`src/soc_dbg_pkg.sv`:
```
`default_nettype none

package soc_dbg_pkg;

  // **************************************************************************
  // bus widths
  // **************************************************************************

  localparam int unsigned DATA_WIDTH = 32;
  localparam int unsigned ADDR_WIDTH = 12;

  // **************************************************************************
  // hart topology
  // **************************************************************************

  localparam int unsigned NR_HARTS       = 16;
  localparam int unsigned HART_IDX_WIDTH = $clog2(NR_HARTS);
  localparam int unsigned NB_CORES       = 1;
  localparam int unsigned HARTSEL_WIDTH  = 11;
  localparam logic [5:0]  FC_CLUSTER_ID  = 6'd0;
  localparam logic [3:0]  FC_CORE_ID     = 4'd0;

  // mhartid layout {cluster, 1'b0, core}
  typedef struct packed {
    logic [5:0] cluster_id;
    logic       zero;
    logic [3:0] core_id;
  } hart_fields_t;

  // same 11 bits, seen as index or as fields
  typedef union packed {
    logic [HARTSEL_WIDTH-1:0] raw;
    hart_fields_t             f;
  } hart_id_u;

  // one-hot set of harts that really exist
  function automatic logic [NR_HARTS-1:0] sel_harts_fx();
    hart_id_u            id;
    logic [NR_HARTS-1:0] mask;
    mask            = '0;
    id.f.cluster_id = FC_CLUSTER_ID;
    id.f.zero       = 1'b0;
    id.f.core_id    = FC_CORE_ID;
    // fabric controller hart
    if (id.raw < NR_HARTS) begin
      mask[id.raw[HART_IDX_WIDTH-1:0]] = 1'b1;
    end
    // cluster cores sit in cluster 0 as well
    for (int i = 0; i < NB_CORES; i++) begin
      id.f.core_id = 4'(i);
      if (id.raw < NR_HARTS) begin
        mask[id.raw[HART_IDX_WIDTH-1:0]] = 1'b1;
      end
    end
    return mask;
  endfunction

  localparam logic [NR_HARTS-1:0] SELECTABLE_HARTS = sel_harts_fx();

  // **************************************************************************
  // register map
  // **************************************************************************

  localparam logic [ADDR_WIDTH-1:0] ADDR_DMCONTROL = 12'h000;
  localparam logic [ADDR_WIDTH-1:0] ADDR_HARTINFO  = 12'h004;
  localparam logic [ADDR_WIDTH-1:0] ADDR_DATA0     = 12'h008;
  localparam logic [ADDR_WIDTH-1:0] ADDR_DATA1     = 12'h00C;

  // dmcontrol fields
  localparam int unsigned DMCTRL_DMACTIVE_BIT = 0;
  localparam int unsigned DMCTRL_NDMRESET_BIT = 1;
  localparam int unsigned DMCTRL_HALTREQ_BIT  = 31;
  localparam int unsigned DMCTRL_HARTSEL_LSB  = 16;

  // hartinfo pieces
  localparam logic [3:0]  HARTINFO_NSCRATCH = 4'd2;
  localparam logic [3:0]  HARTINFO_DATASIZE = 4'd2;
  localparam logic [11:0] HARTINFO_DATAADDR = 12'h380;

  // zero1 | nscratch | zero0 | dataaccess | datasize | dataaddr
  localparam logic [DATA_WIDTH-1:0] HARTINFO_VALUE = {
    8'h00, HARTINFO_NSCRATCH, 3'b000, 1'b1, HARTINFO_DATASIZE, HARTINFO_DATAADDR
  };

  // **************************************************************************
  // watchdog
  // **************************************************************************

  localparam int unsigned WD_TIMEOUT   = 64;
  localparam int unsigned WD_CNT_WIDTH = $clog2(WD_TIMEOUT + 1);

endpackage

`default_nettype wire

```
`src/per_bus_if.sv`:
```
`timescale 1ns/1ns
`default_nettype none

// peripheral request bus, bridge to register slave
interface per_bus_if;

  // request side
  logic                               req;
  logic [soc_dbg_pkg::ADDR_WIDTH-1:0] addr;
  logic                               we;
  logic [soc_dbg_pkg::DATA_WIDTH-1:0] wdata;

  // grant and response side
  logic                               gnt;
  logic                               r_valid;
  logic [soc_dbg_pkg::DATA_WIDTH-1:0] r_rdata;

  modport master (
    output req, addr, we, wdata,
    input  gnt, r_valid, r_rdata
  );

  modport slave (
    input  req, addr, we, wdata,
    output gnt, r_valid, r_rdata
  );

endinterface

`default_nettype wire

```
`src/apb_to_per.sv`:
```
`timescale 1ns/1ns
`default_nettype none

module apb_to_per (
  input  logic                               s_soc_clk,
  input  logic                               s_soc_rstn,
  input  logic [soc_dbg_pkg::ADDR_WIDTH-1:0] paddr_i,
  input  logic [soc_dbg_pkg::DATA_WIDTH-1:0] pwdata_i,
  input  logic                               pwrite_i,
  input  logic                               psel_i,
  input  logic                               penable_i,
  output logic [soc_dbg_pkg::DATA_WIDTH-1:0] prdata_o,
  output logic                               pready_o,
  per_bus_if.master                          per
);

  // request already issued for this transfer
  logic pending_q;
  logic access;

  // access phase of an apb transfer
  assign access = psel_i & penable_i;

  // ****************************************************************************
  // request side
  // ****************************************************************************

  // one request, first access cycle only
  assign per.req   = access & ~pending_q;
  assign per.addr  = paddr_i;
  assign per.we    = pwrite_i;
  assign per.wdata = pwdata_i;

  // set on grant, dropped once the response is back
  always_ff @(posedge s_soc_clk or negedge s_soc_rstn) begin
    if (!s_soc_rstn) begin
      pending_q <= 1'b0;
    end else if (per.req && per.gnt) begin
      pending_q <= 1'b1;
    end else if (per.r_valid) begin
      pending_q <= 1'b0;
    end
  end

  // ****************************************************************************
  // response side
  // ****************************************************************************

  // r_valid comes one cycle after the grant, so the transfer
  // completes in the second access cycle
  assign pready_o = per.r_valid;
  assign prdata_o = per.r_rdata;

endmodule

`default_nettype wire

```
`src/dm_regs.sv`:
```
`timescale 1ns/1ns
`default_nettype none

module dm_regs (
  input  logic                             s_soc_clk,
  input  logic                             s_soc_rstn,
  per_bus_if.slave                         per,
  output logic                             dmactive_o,
  output logic                             ndmreset_o,
  output logic [soc_dbg_pkg::NR_HARTS-1:0] debug_req_o
);

  // dmcontrol fields
  logic                                  dmactive_q;
  logic                                  ndmreset_q;
  logic                                  haltreq_q;
  logic [soc_dbg_pkg::HARTSEL_WIDTH-1:0] hartsel_q;

  // scratch words
  logic [soc_dbg_pkg::DATA_WIDTH-1:0] data0_q;
  logic [soc_dbg_pkg::DATA_WIDTH-1:0] data1_q;

  // response path
  logic                               r_valid_q;
  logic [soc_dbg_pkg::DATA_WIDTH-1:0] r_rdata_q;
  logic [soc_dbg_pkg::DATA_WIDTH-1:0] rdata_d;
  logic [soc_dbg_pkg::DATA_WIDTH-1:0] dmctrl_word;

  logic                  wr_en;
  soc_dbg_pkg::hart_id_u hartsel;

  // grant in the same cycle, always
  assign per.gnt = per.req;
  assign wr_en   = per.req & per.gnt & per.we;

  // ****************************************************************************
  // register writes
  // ****************************************************************************

  always_ff @(posedge s_soc_clk or negedge s_soc_rstn) begin
    if (!s_soc_rstn) begin
      dmactive_q <= 1'b0;
      ndmreset_q <= 1'b0;
      haltreq_q  <= 1'b0;
      hartsel_q  <= '0;
    end else if (wr_en && per.addr == soc_dbg_pkg::ADDR_DMCONTROL) begin
      dmactive_q <= per.wdata[soc_dbg_pkg::DMCTRL_DMACTIVE_BIT];
      ndmreset_q <= per.wdata[soc_dbg_pkg::DMCTRL_NDMRESET_BIT];
      haltreq_q  <= per.wdata[soc_dbg_pkg::DMCTRL_HALTREQ_BIT];
      hartsel_q  <= per.wdata[soc_dbg_pkg::DMCTRL_HARTSEL_LSB +: soc_dbg_pkg::HARTSEL_WIDTH];
    end
  end

  // data0/data1, hartinfo is read only
  always_ff @(posedge s_soc_clk) begin
    if (wr_en && per.addr == soc_dbg_pkg::ADDR_DATA0) begin
      data0_q <= per.wdata;
    end
    if (wr_en && per.addr == soc_dbg_pkg::ADDR_DATA1) begin
      data1_q <= per.wdata;
    end
  end

  // ****************************************************************************
  // read mux and response
  // ****************************************************************************

  always_comb begin
    dmctrl_word = '0;
    dmctrl_word[soc_dbg_pkg::DMCTRL_DMACTIVE_BIT] = dmactive_q;
    dmctrl_word[soc_dbg_pkg::DMCTRL_NDMRESET_BIT] = ndmreset_q;
    dmctrl_word[soc_dbg_pkg::DMCTRL_HALTREQ_BIT]  = haltreq_q;
    dmctrl_word[soc_dbg_pkg::DMCTRL_HARTSEL_LSB +: soc_dbg_pkg::HARTSEL_WIDTH] = hartsel_q;
  end

  always_comb begin
    case (per.addr)
      soc_dbg_pkg::ADDR_DMCONTROL: rdata_d = dmctrl_word;
      soc_dbg_pkg::ADDR_HARTINFO:  rdata_d = soc_dbg_pkg::HARTINFO_VALUE;
      soc_dbg_pkg::ADDR_DATA0:     rdata_d = data0_q;
      soc_dbg_pkg::ADDR_DATA1:     rdata_d = data1_q;
      // unmapped reads as zero
      default:                     rdata_d = '0;
    endcase
  end

  // r_valid one cycle after every grant, reads and writes
  always_ff @(posedge s_soc_clk or negedge s_soc_rstn) begin
    if (!s_soc_rstn) begin
      r_valid_q <= 1'b0;
    end else begin
      r_valid_q <= per.req & per.gnt;
    end
  end

  always_ff @(posedge s_soc_clk) begin
    if (per.req && per.gnt) begin
      r_rdata_q <= rdata_d;
    end
  end

  assign per.r_valid = r_valid_q;
  assign per.r_rdata = r_rdata_q;

  // ****************************************************************************
  // halt requests
  // ****************************************************************************

  assign hartsel.raw = hartsel_q;

  // only the fc cluster, a clean zero bit and a selectable index
  always_comb begin
    debug_req_o = '0;
    if (haltreq_q && dmactive_q &&
        hartsel.f.cluster_id == soc_dbg_pkg::FC_CLUSTER_ID && !hartsel.f.zero &&
        hartsel.raw < soc_dbg_pkg::NR_HARTS) begin
      debug_req_o[hartsel.raw[soc_dbg_pkg::HART_IDX_WIDTH-1:0]] =
        soc_dbg_pkg::SELECTABLE_HARTS[hartsel.raw[soc_dbg_pkg::HART_IDX_WIDTH-1:0]];
    end
  end

  assign dmactive_o = dmactive_q;
  assign ndmreset_o = ndmreset_q;

endmodule

`default_nettype wire

```
`src/soc_watchdog.sv`:
```
`timescale 1ns/1ns
`default_nettype none

module soc_watchdog (
  input  logic s_soc_clk,
  input  logic s_soc_rstn,
  input  logic kick_i,
  input  logic pause_i,
  output logic expired_o
);

  logic [soc_dbg_pkg::WD_CNT_WIDTH-1:0] cnt_q;
  logic                                 expired_q;

  // down counter, starts full out of reset
  // kick wins over pause
  always_ff @(posedge s_soc_clk or negedge s_soc_rstn) begin
    if (!s_soc_rstn) begin
      cnt_q     <= soc_dbg_pkg::WD_CNT_WIDTH'(soc_dbg_pkg::WD_TIMEOUT);
      expired_q <= 1'b0;
    end else if (kick_i) begin
      cnt_q <= soc_dbg_pkg::WD_CNT_WIDTH'(soc_dbg_pkg::WD_TIMEOUT);
    end else if (!pause_i && cnt_q != '0) begin
      cnt_q <= cnt_q - 1'b1;
      // last step to zero, flag stays until reset
      if (cnt_q == soc_dbg_pkg::WD_CNT_WIDTH'(1)) begin
        expired_q <= 1'b1;
      end
    end
  end

  assign expired_o = expired_q;

endmodule

`default_nettype wire

```
`src/soc_reset_ctrl.sv`:
```
`timescale 1ns/1ns
`default_nettype none

module soc_reset_ctrl (
  input  logic s_soc_clk,
  input  logic s_soc_rstn,
  input  logic wd_expired_i,
  input  logic ndmreset_i,
  output logic periph_rstn_o
);

  // combined clear, low while any source is active
  logic       clr_n;
  logic [1:0] sync_q;

  // both sources come straight from flops
  assign clr_n = s_soc_rstn & ~wd_expired_i & ~ndmreset_i;

  // assert at once, release after two edges
  always_ff @(posedge s_soc_clk or negedge clr_n) begin
    if (!clr_n) begin
      sync_q <= 2'b00;
    end else begin
      sync_q <= {sync_q[0], 1'b1};
    end
  end

  assign periph_rstn_o = sync_q[1];

endmodule

`default_nettype wire

```
`src/soc_debug_domain.sv`:
```
`timescale 1ns/1ns
`default_nettype none

module soc_debug_domain (
  input  logic                               s_soc_clk,
  input  logic                               s_soc_rstn,
  // apb port
  input  logic [soc_dbg_pkg::ADDR_WIDTH-1:0] paddr_i,
  input  logic [soc_dbg_pkg::DATA_WIDTH-1:0] pwdata_i,
  input  logic                               pwrite_i,
  input  logic                               psel_i,
  input  logic                               penable_i,
  output logic [soc_dbg_pkg::DATA_WIDTH-1:0] prdata_o,
  output logic                               pready_o,
  // watchdog and debug status
  input  logic                               wd_kick_i,
  output logic [soc_dbg_pkg::NR_HARTS-1:0]   debug_req_o,
  output logic                               dmactive_o,
  output logic                               wd_expired_o,
  output logic                               periph_rstn_o
);

  // ****************************************************************************
  // interconnect
  // ****************************************************************************

  logic s_ndmreset;

  per_bus_if per_bus ();

  // apb access phases to per requests
  apb_to_per apb_to_per_i (
    .s_soc_clk (s_soc_clk),
    .s_soc_rstn(s_soc_rstn),
    .paddr_i   (paddr_i),
    .pwdata_i  (pwdata_i),
    .pwrite_i  (pwrite_i),
    .psel_i    (psel_i),
    .penable_i (penable_i),
    .prdata_o  (prdata_o),
    .pready_o  (pready_o),
    .per       (per_bus.master)
  );

  // debug module registers
  dm_regs dm_regs_i (
    .s_soc_clk  (s_soc_clk),
    .s_soc_rstn (s_soc_rstn),
    .per        (per_bus.slave),
    .dmactive_o (dmactive_o),
    .ndmreset_o (s_ndmreset),
    .debug_req_o(debug_req_o)
  );

  // paused for the whole debug session
  soc_watchdog soc_watchdog_i (
    .s_soc_clk (s_soc_clk),
    .s_soc_rstn(s_soc_rstn),
    .kick_i    (wd_kick_i),
    .pause_i   (dmactive_o),
    .expired_o (wd_expired_o)
  );

  // soc reset, watchdog, ndmreset
  soc_reset_ctrl soc_reset_ctrl_i (
    .s_soc_clk    (s_soc_clk),
    .s_soc_rstn   (s_soc_rstn),
    .wd_expired_i (wd_expired_o),
    .ndmreset_i   (s_ndmreset),
    .periph_rstn_o(periph_rstn_o)
  );

endmodule

`default_nettype wire

```
`config.mk`:
```
export PLATFORM = sky130hd
export DESIGN_NAME = soc_debug_domain
export DESIGN_NICKNAME = d
export VERILOG_FILES = /design/src/soc_dbg_pkg.sv /design/src/per_bus_if.sv /design/src/apb_to_per.sv /design/src/dm_regs.sv /design/src/soc_watchdog.sv /design/src/soc_reset_ctrl.sv /design/src/soc_debug_domain.sv
export SDC_FILE = /design/constraint.sdc
export NUM_CORES = 1
export LEC_CHECK = 0
export BUFFER_PORTS_ARGS = -buffer_cell sky130_fd_sc_hd__buf_2
export CAP_MARGIN = 15
export CORE_UTILIZATION = 49
export CTS_CLUSTER_DIAMETER = 60
export CTS_CLUSTER_SIZE = 24
export DETAILED_ROUTE_END_ITERATION = 7
export GPL_TIMING_DRIVEN = 0
export PLACE_DENSITY_LB_ADDON = 0.1
export SLEW_MARGIN = 20
export SYNTH_ARGS = -nofsm -noshare
export SYNTH_HDL_FRONTEND = slang
export SYNTH_SLANG_ARGS = --single-unit
```
`constraint.sdc`:
```
create_clock -name s_soc_clk -period 1.35 [get_ports s_soc_clk]
set_input_delay 0 -clock s_soc_clk [delete_from_list [all_inputs] [get_ports s_soc_clk]]
set_output_delay 0 -clock s_soc_clk [all_outputs]
set_load 0.005 [all_outputs]
```
# Word level (Yosys, flattened, before mapping)
# Memory sizes are Yosys's and may differ from the RTL's.
# Cells that the tools add are included.
word_totals:
  in_bits: 50
  n_memories: 1
  mem_bits_ro: 16
  reg_bits: 122
classes:
  n_reduce_logical: 17
  n_lt_le_gt_ge: 3
  n_eq_ne: 4
  n_mux: 9
  addsub: 1
  n_bitwise: 10
mem_list:
  columns: ["memory", "depth", "word_bits", "read_ports", "rd_ports_with_merged_regs", "write_ports", "line", "source"]
  rows:
  - ["(no name shown)", 16, 1, 1, 0, 0, "dm_regs.sv:118", "soc_dbg_pkg::SELECTABLE_HARTS[hartsel.raw[soc_dbg_pkg::HART_IDX_WIDTH-1:0]];"]
ops:
  columns: ["op", "n"]
  rows:
  - ["$pmux 32 s4", 1]
  - ["$eq 12x4->1 const B", 2]
  - ["$and 16x16->16", 1]
  - ["$mux 16", 1]
  - ["$mux 7", 2]
  - ["$eq 12x3->1 const B", 1]
  - ["$logic_not 12->1", 1]
  - ["$lt 11x5->1 const B", 1]
  - ["$logic_and 1x1->1", 9]
  - ["$eq 7x1->1 const B", 1]
  - ["$reduce_bool 7->1", 1]
  - ["$sub 7x1->7 const B", 1]
  - ["$logic_not 6->1", 1]
  - ["$and 1x1->1", 5]
  - ["$lt 4x5->1 const B", 1]
  - ["$demux 1 s4", 1]
  - ["$ge 4x1->1 const B", 1]
  - ["$mux 1", 4]
  - ["$not 1->1", 4]
  - ["$reduce_bool 2->1", 2]
  - ["$reduce_and 3->1", 1]
  - ["$logic_not 1->1", 2]

# Depth between registers and ports, before layout
depth:
  ltp_word: 6
  depth_mapped: 6
  mapped_depth_nobuf: 6

# Cells and area by module
# A second synthesis with hierarchy kept.
hier_totals:
  cells_unflattened: 403
  area_unflattened_um2: 5546.6
by_module_without_submodules:
  columns: ["mod", "seq_area_each_um2", "cells_each", "area_each_um2", "n_inst"]
  rows:
  - ["dm_regs", 3258.1, 268, 4375.4, 1]
  - ["apb_to_per", 25.0, 83, 633.1, 1]
  - ["soc_watchdog", 201.4, 48, 471.7, 1]
  - ["soc_reset_ctrl", 50.0, 4, 66.3, 1]

# Worst setup path after synthesis
# No wires, ideal clock.
synth_timing:
  kind: "input -> register"
  start: "input port paddr_i[3] (netlist name)"
  end: "register dm_regs_i.data0_q[0] (netlist name) (enable)"
  arrival_time_ns: 3.855
  path_slack_ns: -3.006
  t_required_ns: 0.849
  path_stages: 4
  n_path_buf: 2
  path_cell_list: "clkbuf_1 -> clkbuf_1 -> nand2_1 -> nor4_1"
synth_between:
  elab_chain_len: 2
synth_lines:
  columns: ["item", "line", "source"]
  rows:
  - ["start: declaration", "soc_debug_domain.sv:8", "input logic [soc_dbg_pkg::ADDR_WIDTH-1:0] paddr_i,"]
  - ["$eq 12x4->1", "dm_regs.sv:56", "if (wr_en && per.addr == soc_dbg_pkg::ADDR_DATA0) begin"]
  - ["$logic_and 1x1->1", "dm_regs.sv:56", null]
  - ["end signal: assignment", "dm_regs.sv:57", "data0_q <= per.wdata;"]
  - ["end: declaration", "dm_regs.sv:20", "logic [soc_dbg_pkg::DATA_WIDTH-1:0] data0_q;"]
# No other way between the ends.
# A chain may end at the register's enable or synchronous reset.

# Final worst setup path
layout_timing:
  start: "register dm_regs_i.hartsel_q (netlist bit dm_regs_i.hartsel[7])"
  end: "output port debug_req_o[0] (netlist name)"
layout_between:
  elab_chain_len: 5
layout_lines:
  columns: ["item", "line", "source"]
  rows:
  - ["start: declaration", "dm_regs.sv:17", "logic [soc_dbg_pkg::HARTSEL_WIDTH-1:0] hartsel_q;"]
  - ["start signal: assignment", "dm_regs.sv:50", "hartsel_q <= per.wdata[soc_dbg_pkg::DMCTRL_HARTSEL_LSB +: soc_dbg_pkg::HARTSEL_WIDTH];"]
  - ["parallel branches: the longest is 3 deep, another holds $lt 11x5->1", null, null]
  - ["$logic_and 1x1->1 *", "dm_regs.sv:115", "hartsel.f.cluster_id == soc_dbg_pkg::FC_CLUSTER_ID && !hartsel.f.zero &&"]
  - ["$mux 16 *", "dm_regs.sv:114", "if (haltreq_q && dmactive_q &&"]
  - ["end: declaration", "soc_debug_domain.sv:17", "output logic [soc_dbg_pkg::NR_HARTS-1:0] debug_req_o,"]
# Every way passes the cells marked *.

==> reports/metrics.yaml <==
run_status:
  outcome: "complete, but fails checks"
  violations: "negative setup slack"
worst_setup_path:
  crit_path_end_kind: "output pin"
  critPathKind: "reg2out"
  worst_ep_required_time_ns: 1.35
  cp.arrival_ns: 1.94
  setup.worst_path.start_class: "register"
  cp_max_fo: 2
clocking:
  insertion_delay_ns: 0.51
  cts_tree: "built"
  clockBufferDepth: 2
  clock-sinks: 122
  cts.clk_slew.worst_paths_ns: 0.06
  cts-root-buf: "clkbuf_8"
  htreeDepth: 4
  cts_buffers: 17
drt:
  drc: 0
  routed-via-count: 3234
  viasPerCell: 4.98
  routed_wl_mm: 10.5
  ant_nets: 0
  drt_iter0_drc: 141
  wl_per_cell_um: 16.2
  drt_pass1_iterations: 6
pwr:
  intPower_mw: 7.67
  p_leak_nw: 3.04
  switching_share_pct: 22.2
  ir_drop_v: 0.00125
  seqPwrFrac_pct: 43.3
  power.switching_mw: 2.19
  p_comb_share_pct: 10.8
  cellPowerDensity_mw_per_mm2: 1400
  power_frac_clock_pct: 46.0
global_route:
  antenna_found_initial: 0
  first_global_vias: 3164
  overflow: 0
  grt_use_met3_pct: 4.90
  groute.usage.overall_pct: 21.6
  grt_max_degree: 26
  use_met2_pct: 36.4
  busiest_layer: "met2"
  grt_util_met1_pct: 26.8
  grt_pass1_wl_mm: 15.9
floorplan:
  die_h_um: 102
  num_rows: 36
  start_util_pct: 50.1
  die_x_um: 102
  pin_count: 102
  die_area_sq_mm: 0.0104
  core_sq_mm: 0.00973
sta:
  skew_ns: 0.00779
  setup_viol: 87
  period_share_pct: 144
  hold_ws_ns: 0.0227
  maxSlewViolCount: 0
  layout_min_cycle_time_ns: 1.94
  max_slew_margin_pct: 48.6
  clock.fmax_ghz: 0.515
  postLayoutSetupSlackWorst_ns: -0.592
  fin_tns_setup_ns: -12.77
  worst_pin_slew_ns: 0.771
  hold_violations: 0
  rsz0062_at_grt: "yes"
job:
  cap_violations: 0
final_layout:
  final_common_cell: "edfxtp_1"
  nets: 556
  syn2layout_area_growth_pct: 44.9
  n_antenna_cell: 0
  layout_common_cells: "96 x edfxtp_1, 84 x buf_2, 53 x nor2_1, 34 x dlygate4sd3_1"
  fin_area_sq_mm: 0.00707
  final-instance-count-excl-fill: 649
  drive_above_1_share_pct: 39.7
yosys:
  synth_edf_count: 96
  postSynthCellCount: 316
  async_flop_share_pct: 21.3
  yosys.area.top_type: "edfxtp_1"
  synth_area_leaders: "edfxtp_1 59%, dfrtp_1 13%, mux2i_1 5.5%, nor2_1 4.1%, mux2_4 3.1%"
  synth_cell_types: 40
  ys_ff_latch: 122
  synth_area_sq_mm: 0.00488
  synth_ff_type: "edfxtp_1"
  synth_top_area_share_pct: 59.1
  ys_warn_count: 0
  avgSynthCellArea_sq_um: 15.4
  synth_seq_area_share_pct: 72.5
place:
  dpl.cell_count: 552
  gp_congestion: 0.808
  io_buffers: 83
  dp_hpwl_mm: 6.07
  placed_area_sq_mm: 0.00568
min_path:
  hp-class: "in2async"
[final timing paths]
kind                                                 startpoint                              endpoint  slack [ns]  depth (start not counted)
max                            dm_regs_i.hartsel[7]$_DFFE_PN0P_                        debug_req_o[0]       -0.59                          4
max in group asynchronous                            s_soc_rstn  soc_reset_ctrl_i.sync_q[1]$_DFF_PN0_        0.66                          3
min                                                  s_soc_rstn   soc_watchdog_i.cnt_q[1]$_DFFE_PN0P_        0.02                          2
max reg2reg                  apb_to_per_i.pending_q$_DFFE_PN0P_       dm_regs_i.haltreq_q$_DFFE_PN0P_       -0.25                          6
min reg2reg                soc_watchdog_i.expired_o$_DFFE_PN0P_  soc_reset_ctrl_i.sync_q[0]$_DFF_PN0_        0.28                          1
min in group s_soc_clk                               paddr_i[6]    dm_regs_i.per.r_rdata[1]$_DFFE_PP_        0.04                          4
[Yosys cell counts, drive strengths merged (3+ instances only)]
cell type / instances
nor3: 4
mux2: 16
a21oi: 18
nor4: 9
clkbuf: 6
ha: 3
inv: 5
dfrtp: 25
nand2: 4
edfxtp: 96
buf: 21
nor2: 53
mux2i: 27
[cell type report]
class | count | area, sq um
repair buffers | 153 | 1230
multi-input cells | 176 | 1330
flip-flops and latches | 122 | 3540
fillers | 634 | 2660
inverters | 5 | 22.5
plain buffers | 27 | 171
repair inverters | 1 | 7.51
clock buffers | 19 | 422
clock inverters | 13 | 176
well taps | 133 | 166
[state kept, by name, indices dropped and copies added (netlist names), 2 cells and up]
register	flops
dm_regs_i.per.r_rdata	32
soc_watchdog_i.cnt_q	7
dm_regs_i.data1_q	32
soc_reset_ctrl_i.sync_q	2
dm_regs_i.hartsel	11
dm_regs_i.data0_q	32
[through the flow]
stage | power, mW | utilization (%) | setup slack, ns
after detailed placement | 5.17 | 58.4 | -0.654
after floorplan | 4.92 | - | -0.768
after CTS | 9.88 | 72.1 | -0.586
after global placement | 5.14 | 57.7 | -1.63
after global routing | 10.2 | 72.6 | -0.688
final | 9.86 | 72.6 | -0.592
[timing repair]
action | in CTS | in global routing
buffers inserted | 24 | 4
hold buffers | 34 | 0
endpoints found under the setup margin | 119 | 111
gates cloned | 5 | 1
resized for setup | 25 | 7
endpoints found under the hold margin | 112 | 0
pin swaps | 8 | 2
[power groups by stage]
stage          sequential, mW  combinational [mW]  clock, mW
2_1_floorplan            4.33               0.584          0
3_3_place_gp             4.35               0.788          0
3_5_place_dp             4.36               0.810          0
4_1_cts                  4.26                1.05       4.57
5_1_grt                  4.28                1.18       4.75
6_report                 4.27                1.06       4.53
[per-layer routing]
layer	part of all wire, %	wire length [um]
met5	0	0
met4	1.9	202
met3	4.6	487
met2	52	5480
met1	41	4380
[worst max-delay path, stage by stage, from the launching register on]
cell and delay [ns]:
dfrtp_1 0.37, or4b_4 0.54, nor4_2 0.16, and4b_1 0.25, buf_2 0.12
[cell families after synthesis]
family / count (synthesis) / share of synthesized area, %
xor gates and xnor gates: 3 / 0.539
other: 2 / 0.154
and+or+nand+nor: 82 / 8.85
buffers and inverters: 32 / 3.80
adders and majority gates: 3 / 0.770
DFF: 122 / 72.5
AOI/OAI and AO/OA: 29 / 3.44
muxes: 43 / 10.0
Power figures use the tool's default switching activity.
